$ cat src/hw/decodePkg.sv
package decodePkg;

    // instruction word layout
    localparam int INSTR_WIDTH = 32;
    localparam int OPCODE_MSB  = 31;
    localparam int OPCODE_LSB  = 26;
    localparam int RS_MSB      = 25;
    localparam int RS_LSB      = 21;
    localparam int FUNCT_MSB   = 5;
    localparam int FUNCT_LSB   = 0;

    // primary opcodes
    localparam logic [5:0] OP_RTYPE = 6'd0;  // funct selects the op
    localparam logic [5:0] OP_JAL   = 6'd3;
    localparam logic [5:0] OP_BEQ   = 6'd4;
    localparam logic [5:0] OP_BNE   = 6'd5;
    localparam logic [5:0] OP_ADDI  = 6'd8;
    localparam logic [5:0] OP_ANDI  = 6'd12;
    localparam logic [5:0] OP_ORI   = 6'd13;
    localparam logic [5:0] OP_LUI   = 6'd15;
    localparam logic [5:0] OP_COP0  = 6'd16; // not supported, decodes as nop
    localparam logic [5:0] OP_LB    = 6'd32;
    localparam logic [5:0] OP_LH    = 6'd33;
    localparam logic [5:0] OP_LW    = 6'd35;
    localparam logic [5:0] OP_SB    = 6'd40;
    localparam logic [5:0] OP_SH    = 6'd41;
    localparam logic [5:0] OP_SW    = 6'd43;

    // rs sub-codes under the cop0 opcode
    localparam logic [4:0] RS_MFC0 = 5'd0;
    localparam logic [4:0] RS_MTC0 = 5'd4;

    // funct codes, valid only with OP_RTYPE
    localparam logic [5:0] FN_JR    = 6'd8;
    localparam logic [5:0] FN_MFHI  = 6'd16;
    localparam logic [5:0] FN_MTHI  = 6'd17;
    localparam logic [5:0] FN_MFLO  = 6'd18;
    localparam logic [5:0] FN_MTLO  = 6'd19;
    localparam logic [5:0] FN_MULT  = 6'd24;
    localparam logic [5:0] FN_MULTU = 6'd25;
    localparam logic [5:0] FN_DIV   = 6'd26;
    localparam logic [5:0] FN_DIVU  = 6'd27;
    localparam logic [5:0] FN_ADD   = 6'd32;
    localparam logic [5:0] FN_SUB   = 6'd34;
    localparam logic [5:0] FN_AND   = 6'd36;
    localparam logic [5:0] FN_OR    = 6'd37;
    localparam logic [5:0] FN_SLT   = 6'd42;
    localparam logic [5:0] FN_SLTU  = 6'd43;

    // decoded instruction kind, nop is zero so a cleared word reads as nop
    typedef enum logic [4:0] {
        KIND_NOP   = 5'd0,
        KIND_ADD   = 5'd1,
        KIND_SUB   = 5'd2,
        KIND_AND   = 5'd3,
        KIND_OR    = 5'd4,
        KIND_SLT   = 5'd5,
        KIND_SLTU  = 5'd6,
        KIND_ORI   = 5'd7,
        KIND_ANDI  = 5'd8,
        KIND_ADDI  = 5'd9,
        KIND_LUI   = 5'd10,
        KIND_LW    = 5'd11,
        KIND_LH    = 5'd12,
        KIND_LB    = 5'd13,
        KIND_SW    = 5'd14,
        KIND_SH    = 5'd15,
        KIND_SB    = 5'd16,
        KIND_BEQ   = 5'd17,
        KIND_BNE   = 5'd18,
        KIND_JR    = 5'd19,
        KIND_JAL   = 5'd20,
        KIND_MULT  = 5'd21,
        KIND_MULTU = 5'd22,
        KIND_DIV   = 5'd23,
        KIND_DIVU  = 5'd24,
        KIND_MFLO  = 5'd25,
        KIND_MFHI  = 5'd26,
        KIND_MTLO  = 5'd27,
        KIND_MTHI  = 5'd28
    } instrKind_e;

    // alu operation codes as the execute stage expects them
    typedef enum logic [4:0] {
        ALU_SUB  = 5'd0,
        ALU_ADD  = 5'd1,
        ALU_OR   = 5'd2,
        ALU_LUI  = 5'd3,  // imm << 16
        ALU_AND  = 5'd4,
        ALU_SLT  = 5'd5,
        ALU_SLTU = 5'd6
    } aluOp_e;

    typedef logic [1:0] stageCount_t; // pipeline stage distance

    // datapath controls, 11 bits
    typedef struct packed {
        logic   memToReg;   // 1: alu result, 0: memory or other source
        logic   memWrite;
        aluOp_e aluOp;
        logic   aluSrc;     // 1: immediate operand
        logic   regDst;     // 1: rd field, 0: rt field
        logic   regWriteEn;
        logic   signExt;    // 1: sign-extend imm16
    } ctrlSig_t;

    // stall logic inputs, 8 bits
    typedef struct packed {
        stageCount_t tuseRs; // stages until rs is needed
        stageCount_t tuseRt; // stages until rt is needed
        stageCount_t eTnew;  // result latency seen from execute
        stageCount_t mTnew;  // result latency seen from memory
    } hazardTiming_t;

endpackage

$ cat src/hw/instrClassify.sv
`timescale 1ns/1ns

module instrClassify import decodePkg::*; (
    input  logic [INSTR_WIDTH-1:0] instr,
    output instrKind_e             kind
);

    logic [OPCODE_MSB-OPCODE_LSB:0] opcode;
    logic [FUNCT_MSB-FUNCT_LSB:0]   funct;

    assign opcode = instr[OPCODE_MSB:OPCODE_LSB];
    assign funct  = instr[FUNCT_MSB:FUNCT_LSB];

    always_comb begin
        kind = KIND_NOP; // unmatched words fall through as nop
        if (opcode == OP_RTYPE) begin
            // all-zero word lands here with funct 0 and stays nop
            case (funct)
                FN_ADD:   kind = KIND_ADD;
                FN_SUB:   kind = KIND_SUB;
                FN_AND:   kind = KIND_AND;
                FN_OR:    kind = KIND_OR;
                FN_SLT:   kind = KIND_SLT;
                FN_SLTU:  kind = KIND_SLTU;
                FN_JR:    kind = KIND_JR;
                FN_MULT:  kind = KIND_MULT;
                FN_MULTU: kind = KIND_MULTU;
                FN_DIV:   kind = KIND_DIV;
                FN_DIVU:  kind = KIND_DIVU;
                FN_MFLO:  kind = KIND_MFLO;
                FN_MFHI:  kind = KIND_MFHI;
                FN_MTLO:  kind = KIND_MTLO;
                FN_MTHI:  kind = KIND_MTHI;
                default:  kind = KIND_NOP; // shifts, syscall, etc
            endcase
        end else begin
            case (opcode)
                OP_ORI:  kind = KIND_ORI;
                OP_ANDI: kind = KIND_ANDI;
                OP_ADDI: kind = KIND_ADDI;
                OP_LUI:  kind = KIND_LUI;
                OP_LW:   kind = KIND_LW;
                OP_LH:   kind = KIND_LH;
                OP_LB:   kind = KIND_LB;
                OP_SW:   kind = KIND_SW;
                OP_SH:   kind = KIND_SH;
                OP_SB:   kind = KIND_SB;
                OP_BEQ:  kind = KIND_BEQ;
                OP_BNE:  kind = KIND_BNE;
                OP_JAL:  kind = KIND_JAL;
                default: kind = KIND_NOP; // cop0 and unused opcodes
            endcase
        end
    end

endmodule

$ cat src/hw/ctrlSignalTable.sv
`timescale 1ns/1ns

module ctrlSignalTable import decodePkg::*; (
    input  instrKind_e kind,
    output ctrlSig_t   ctrl
);

    always_comb begin
        case (kind)
            // register alu ops, write rd with the alu result
            KIND_ADD: ctrl = '{memToReg: 1'b1, memWrite: 1'b0, aluOp: ALU_ADD, aluSrc: 1'b0,
                               regDst: 1'b1, regWriteEn: 1'b1, signExt: 1'b0};
            KIND_SUB: ctrl = '{memToReg: 1'b1, memWrite: 1'b0, aluOp: ALU_SUB, aluSrc: 1'b0,
                               regDst: 1'b1, regWriteEn: 1'b1, signExt: 1'b0};
            KIND_AND: ctrl = '{memToReg: 1'b1, memWrite: 1'b0, aluOp: ALU_AND, aluSrc: 1'b0,
                               regDst: 1'b1, regWriteEn: 1'b1, signExt: 1'b0};
            KIND_OR: ctrl = '{memToReg: 1'b1, memWrite: 1'b0, aluOp: ALU_OR, aluSrc: 1'b0,
                              regDst: 1'b1, regWriteEn: 1'b1, signExt: 1'b0};
            KIND_SLT: ctrl = '{memToReg: 1'b1, memWrite: 1'b0, aluOp: ALU_SLT, aluSrc: 1'b0,
                               regDst: 1'b1, regWriteEn: 1'b1, signExt: 1'b0};
            KIND_SLTU: ctrl = '{memToReg: 1'b1, memWrite: 1'b0, aluOp: ALU_SLTU, aluSrc: 1'b0,
                                regDst: 1'b1, regWriteEn: 1'b1, signExt: 1'b0};

            // immediate alu ops write rt
            KIND_ORI: ctrl = '{memToReg: 1'b1, memWrite: 1'b0, aluOp: ALU_OR, aluSrc: 1'b1,
                               regDst: 1'b0, regWriteEn: 1'b1, signExt: 1'b0}; // zero-ext
            KIND_ANDI: ctrl = '{memToReg: 1'b1, memWrite: 1'b0, aluOp: ALU_AND, aluSrc: 1'b1,
                                regDst: 1'b0, regWriteEn: 1'b1, signExt: 1'b0}; // zero-ext
            KIND_ADDI: ctrl = '{memToReg: 1'b1, memWrite: 1'b0, aluOp: ALU_ADD, aluSrc: 1'b1,
                                regDst: 1'b0, regWriteEn: 1'b1, signExt: 1'b1};
            KIND_LUI: ctrl = '{memToReg: 1'b1, memWrite: 1'b0, aluOp: ALU_LUI, aluSrc: 1'b1,
                               regDst: 1'b0, regWriteEn: 1'b1, signExt: 1'b0};

            // address = rs + sext(imm16)
            KIND_LW, KIND_LH, KIND_LB: begin
                ctrl = '{memToReg: 1'b0, memWrite: 1'b0, aluOp: ALU_ADD, aluSrc: 1'b1,
                         regDst: 1'b0, regWriteEn: 1'b1, signExt: 1'b1}; // data from memory
            end
            KIND_SW, KIND_SH, KIND_SB: begin
                ctrl = '{memToReg: 1'b0, memWrite: 1'b1, aluOp: ALU_ADD, aluSrc: 1'b1,
                         regDst: 1'b0, regWriteEn: 1'b0, signExt: 1'b1};
            end

            // compare by subtraction, offset sign-extended
            KIND_BEQ, KIND_BNE: begin
                ctrl = '{memToReg: 1'b0, memWrite: 1'b0, aluOp: ALU_SUB, aluSrc: 1'b0,
                         regDst: 1'b0, regWriteEn: 1'b0, signExt: 1'b1};
            end

            // pc+8 into $31, link path picks the source
            KIND_JAL: ctrl = '{memToReg: 1'b0, memWrite: 1'b0, aluOp: ALU_SUB, aluSrc: 1'b0,
                               regDst: 1'b0, regWriteEn: 1'b1, signExt: 1'b0};

            // hi/lo value into rd
            KIND_MFLO, KIND_MFHI: begin
                ctrl = '{memToReg: 1'b0, memWrite: 1'b0, aluOp: ALU_SUB, aluSrc: 1'b0,
                         regDst: 1'b1, regWriteEn: 1'b1, signExt: 1'b0};
            end

            // jr, mult/div, mtlo/mthi and nop touch no gpr
            default: ctrl = '{memToReg: 1'b0, memWrite: 1'b0, aluOp: ALU_SUB, aluSrc: 1'b0,
                              regDst: 1'b0, regWriteEn: 1'b0, signExt: 1'b0};
        endcase
    end

endmodule

$ cat src/hw/hazardTimingTable.sv
`timescale 1ns/1ns

module hazardTimingTable import decodePkg::*; (
    input  instrKind_e    kind,
    output hazardTiming_t timing
);

    // tuse = stages after decode before the operand is consumed (3 = never)
    // tnew = stages until the written value can be forwarded
    always_comb begin
        case (kind)
            KIND_ADD, KIND_SUB, KIND_AND, KIND_OR, KIND_SLT, KIND_SLTU: begin
                timing = '{tuseRs: 2'd1, tuseRt: 2'd1, eTnew: 2'd1, mTnew: 2'd0};
            end
            KIND_ORI, KIND_ANDI, KIND_ADDI: begin
                timing = '{tuseRs: 2'd1, tuseRt: 2'd3, eTnew: 2'd1, mTnew: 2'd0};
            end
            KIND_LUI: begin
                timing = '{tuseRs: 2'd3, tuseRt: 2'd3, eTnew: 2'd1, mTnew: 2'd0}; // no reg read
            end
            KIND_LW, KIND_LH, KIND_LB: begin
                timing = '{tuseRs: 2'd1, tuseRt: 2'd3, eTnew: 2'd2, mTnew: 2'd1};
            end
            KIND_SW, KIND_SH, KIND_SB: begin
                // store data only needed in the memory stage
                timing = '{tuseRs: 2'd1, tuseRt: 2'd2, eTnew: 2'd0, mTnew: 2'd0};
            end
            KIND_BEQ, KIND_BNE: begin
                timing = '{tuseRs: 2'd0, tuseRt: 2'd0, eTnew: 2'd0, mTnew: 2'd0}; // compare in D
            end
            KIND_JR: begin
                timing = '{tuseRs: 2'd0, tuseRt: 2'd3, eTnew: 2'd0, mTnew: 2'd0}; // target in D
            end
            KIND_JAL: begin
                timing = '{tuseRs: 2'd3, tuseRt: 2'd3, eTnew: 2'd2, mTnew: 2'd1};
            end
            KIND_MULT, KIND_MULTU, KIND_DIV, KIND_DIVU: begin
                timing = '{tuseRs: 2'd1, tuseRt: 2'd1, eTnew: 2'd0, mTnew: 2'd0}; // hi/lo only
            end
            KIND_MFLO, KIND_MFHI: begin
                timing = '{tuseRs: 2'd3, tuseRt: 2'd3, eTnew: 2'd2, mTnew: 2'd1};
            end
            KIND_MTLO, KIND_MTHI: begin
                timing = '{tuseRs: 2'd1, tuseRt: 2'd0, eTnew: 2'd0, mTnew: 2'd0};
            end
            default: begin
                // nop never stalls anyone
                timing = '{tuseRs: 2'd3, tuseRt: 2'd3, eTnew: 2'd0, mTnew: 2'd0};
            end
        endcase
    end

endmodule

$ cat src/hw/controlUnit.sv
`timescale 1ns/1ns

module controlUnit import decodePkg::*; (
    input  logic [INSTR_WIDTH-1:0] instr,
    output instrKind_e             kind,
    output ctrlSig_t               ctrl,
    output hazardTiming_t          timing
);

    // word -> kind, then both tables key off kind
    instrClassify classifyInst (
        .instr (instr),
        .kind  (kind)
    );

    ctrlSignalTable ctrlInst (
        .kind (kind),
        .ctrl (ctrl)   // to datapath muxes
    );

    hazardTimingTable timingInst (
        .kind   (kind),
        .timing (timing) // to stall compare
    );

endmodule

$ cat config.mk
export PLATFORM = sky130hd
export DESIGN_NAME = controlUnit
export DESIGN_NICKNAME = d
export VERILOG_FILES = /design/src/hw/decodePkg.sv /design/src/hw/instrClassify.sv /design/src/hw/ctrlSignalTable.sv /design/src/hw/hazardTimingTable.sv /design/src/hw/controlUnit.sv
export SDC_FILE = /design/constraint.sdc
export NUM_CORES = 1
export LEC_CHECK = 0
export ABC_AREA = 1
export BUFFER_PORTS_ARGS = -buffer_cell sky130_fd_sc_hd__buf_4
export CAP_MARGIN = 20
export CORE_MARGIN = 1
export CORE_UTILIZATION = 43
export DETAILED_ROUTE_END_ITERATION = 16
export PLACE_DENSITY = 0.81
export REMOVE_ABC_BUFFERS = 1
export SKIP_LAST_GASP = 1
export SYNTH_ARGS = -nofsm -noshare
export SYNTH_HDL_FRONTEND = slang
export SYNTH_SLANG_ARGS = --single-unit
export TNS_END_PERCENT = 1
$ cat constraint.sdc
create_clock -name vclk -period 2.74
set_clock_uncertainty 0.2 [all_clocks]
set_input_delay 0.548 -clock vclk [all_inputs]
set_output_delay 0.548 -clock vclk [all_outputs]
set_load 0.1 [all_outputs]
# Word-level counts from Yosys, hierarchy flattened
# Memories as Yosys holds them, arrays and structs flattened.
# Index checks and enable logic that the tools add are counted.
[classes]
muxes = 1
n_reduce_logical = 1
[op_table]
columns = ["op", "n"]
rows = [
  ["6-bit zero test", 1],
  ["5-bit 2-to-1 mux", 1],
]
[word_totals]
regBits = 0
romBits = 1152
out_inout_bits = 24
wordCells = 6
mem_count = 4
[memory_table]
columns = ["memory", "depth", "width", "read_ports", "rd_ports_with_merged_regs", "wr", "line", "rtl"]
rows = [
  ["(name not given)", 64, 5, 1, 0, 0, "instrClassify.sv:18", "case (funct)"],
  ["(name not given)", 64, 5, 1, 0, 0, "instrClassify.sv:37", "case (opcode)"],
  ["(name not given)", 32, 9, 1, 0, 0, "ctrlSignalTable.sv:9", "case (kind)"],
  ["(name not given)", 32, 7, 1, 0, 0, "hazardTimingTable.sv:11", "case (kind)"],
]

# Logic depth before layout (Yosys ltp)
# An unclocked memory read counts as a cell.
[logic_depth]
ltp_word = 3
ltp_mapped = 19

# Cells and area by module
# A second synthesis with hierarchy kept.
[unflattened]
cells_unflattened = 227
hier_area_um2 = 1193.6
[by_module_without_submodules]
columns = ["mod", "instances", "cells_per_inst", "area_each_um2", "seq_area_each_um2"]
rows = [
  ["instrClassify", 1, 117, 574.3, 0.0],
  ["ctrlSignalTable", 1, 55, 316.6, 0.0],
  ["hazardTimingTable", 1, 55, 302.8, 0.0],
]

# Worst setup path before layout
# OpenSTA, ideal clock, no wires.
[synth_timing]
path_type = "input-to-output"
start = "input port instr[0]"
end = "output port timing[2] (netlist name)"
t_arrival_ps = 5047
path_slack_ps = -3055
stages = 17
path_buffers = 1
path_cell_list = "inv_1 ha_1 inv_1 nand2_1 nand3_1 nand2_1 nand2_1 inv_1 nand2_1 nand2_1 nand2_1 inv_1 ha_1 inv_1 a21oi_1 nor3_1 buf_4"
[synth_rtl]
columns = ["element", "line", "rtl"]
rows = [
  ["start: declaration", "controlUnit.sv:4", "input logic [INSTR_WIDTH-1:0] instr,"],
  ["end: declaration", "controlUnit.sv:7", "output hazardTiming_t timing"],
]

==> results.py <==
metrics = {
    "outcome": {
        "status": "finished with violations",
        "violations": "negative setup slack",
    },
    "critical_path": {
        "arrival_ps": 2630,
        "worst-path-max-fanout": 7,
        "start_kind": "primary input",
        "cp-end-kind": "primary output",
        "cp_data_required_time_ps": 1990,
        "worstSetupPathType": "primary input to primary output",
    },
    "routing": {
        "drt_pass1_iterations": 5,
        "wl_per_cell_um": 19.2,
        "postRouteAntennaNets": 0,
        "num_vias": 1842,
        "drc": 0,
        "wl_um": 5810,
        "drtIter0Drc": 147,
        "routed_via_density": 6.08,
    },
    "synth": {
        "synth_compound_area_share_pct": 12.3,
        "synth_top_area_share_pct": 26.0,
        "synth_top_family_by_area": "simple AND/OR/NAND/NOR gates",
        "synth_common_cells": "71 x nand2_1, 23 x nand3_1, 17 x inv_1",
        "synthDistinctLibCells": 26,
        "synthCells": 193,
        "yosys.area_share.simple_pct": 53.3,
        "synth.most_common_cell": "nand2_1",
        "yosys.area_share.xor_xnor_pct": 0,
        "synth_area_leaders": "nand2_1 26%, ha_1 18%, nand3_1 11%",
        "post_synth.cell_area_avg_um2": 5.32,
        "synth_fa_ha_area_share_pct": 18.3,
        "yosysWarningCount": 0,
        "synth.largest_area_cell": "nand2_1",
        "muxShareOfSynthArea_pct": 0.976,
        "yosysSeqAreaShare_pct": 0,
        "syn-cell-area_mm2": 0.00103,
    },
    "grt": {
        "grt_pass1_vias": 1550,
        "use_met2_pct": 60.4,
        "grt_max_degree": 10,
        "antenna_found_initial": 0,
        "track_usage_pct": 32.9,
        "grt_use_met3_pct": 2.98,
        "use_met1_pct": 36.2,
        "grt_busiest_layer": "met2",
        "overflow": 0,
        "grt_pass1_wl_um": 6580,
    },
    "pwr": {
        "leakage_nw": 1.10,
        "vdd_drop_max_uv": 355,
        "power_density_mw_per_mm2": 319,
    },
    "sta": {
        "period_share_pct": 123,
        "fin_ws_ps": -639,
        "max_freq_mhz": 296,
        "rsz0062_at_grt": "yes",
        "finalHoldViolations": 0,
        "finalSetupViolCount": 21,
        "drv_slew": 0,
        "fin_tns_setup_ps": -9590,
        "fin_crit_ps": 3380,
    },
    "placement": {
        "gp_congestion": 0.953,
        "dp_cells": 297,
        "hpwlAfterDp_um": 2650,
        "numPortBuffers": 33,
    },
    "final_layout": {
        "final_layout_size_suffix_gt1_share_pct": 54.5,
        "synthToLayoutAreaGrowth_pct": 99.4,
        "n_clock_buffer": 0,
        "num_antenna_cells": 0,
        "nets": 324,
        "seqCellArea_um2": 0,
        "instances_no_fill": 303,
        "design.seq.count": 0,
    },
    "floorplan": {
        "dieArea_mm2": 0.00259,
        "start_util_pct": 45.9,
        "die-width_um": 50.8,
        "coreArea_mm2": 0.00223,
        "rows": 17,
        "die_height_um": 50.8,
        "pin_count": 56,
    },
    "clock_tree": {
        "ctsHoldBuffers": 0,
    },
    "worst_hold_path": {
        "hold_class": "primary input to primary output",
    },
    "run": {
        "max_cap_violations": 0,
    },
}
per-stage QoR:
step           power (mW)  utilization [%]  area, um2  worst slack (ps)  hold slack, ps
4_1_cts             0.552             81.8       1830              -452            1670
5_1_grt             0.679             91.6       2050              -827            1750
3_3_place_gp        0.500             72.8       1630              -600            1720
3_5_place_dp        0.505             72.8       1630              -733            1750
2_1_floorplan       0.357                -        975             -4420            1300
6_report            0.652             91.6       2050              -639            1720
per-layer routing:
metal / vias up / share of wire (%)
met2: 167 / 48
met3: 65 / 9.9
met4: 0 / 8.0
met5: - / 0
li1: 782 / -
met1: 828 / 34
where the power goes:
group | total (mW) | switching (mW) | internal [mW]
Sequential | 0 | 0 | 0
Clock | 0 | 0 | 0
Combinational | 0.652 | 0.440 | 0.213
critical path, stage by stage:
cell and delay, ps:
buf_4 120, inv_2 130, nand2_1 130, o21ai_0 250, o21ai_1 130, nand2_1 130, nand2_2 140, inv_2 130
ha_4 160, inv_4 40, a21oi_2 160, buf_4 170, nand2_2 60, nand2_2 80, nand2_2 70, buf_12 170
layout make-up:
type                       count  area [um2]
fill                         100         188
inverter                      24         110
multi-input combinational    163        1080
tap                           28        35.0
timing repair buffer          88         818
path summary, 6_finish.rpt:
check	start	end	depth (start not counted)
max	instr[2]	timing[4]	16
min	instr[5]	kind[1]	8
what timing repair did:
item,4_1_cts,5_1_grt
pin swaps,13,19
setup endpoints to repair,19,21
setup buffers,5,1
resized for setup,48,56
cell families (layout without fill, tap and decap cells):
group,count (synthesis),count (layout)
muxes,1,1
AOI/OAI and AO/OA,23,23
adders and majority gates,15,15
and+or+nand+nor,121,121
buffers and inverters,32,112
other,1,3
cells in the final DEF (no fill, tap or decap), types with 2 or more instances in the layout:
cell type and n:
ha_4 4, nand2_2 16, nor2_1 9, inv_1 7, buf_12 9, nand3_1 18, nand3_2 6, a21oi_2 3
nor2_4 3, buf_4 68, nor3_4 2, buf_6 10, inv_2 10, conb_1 3, o211ai_1 3, o21ai_0 3
o21ai_1 6, inv_4 6, ha_1 10, nand4_1 2, nand2_1 57, nand2_4 3, a21oi_1 4
Power figures use the tool's default switching activity.
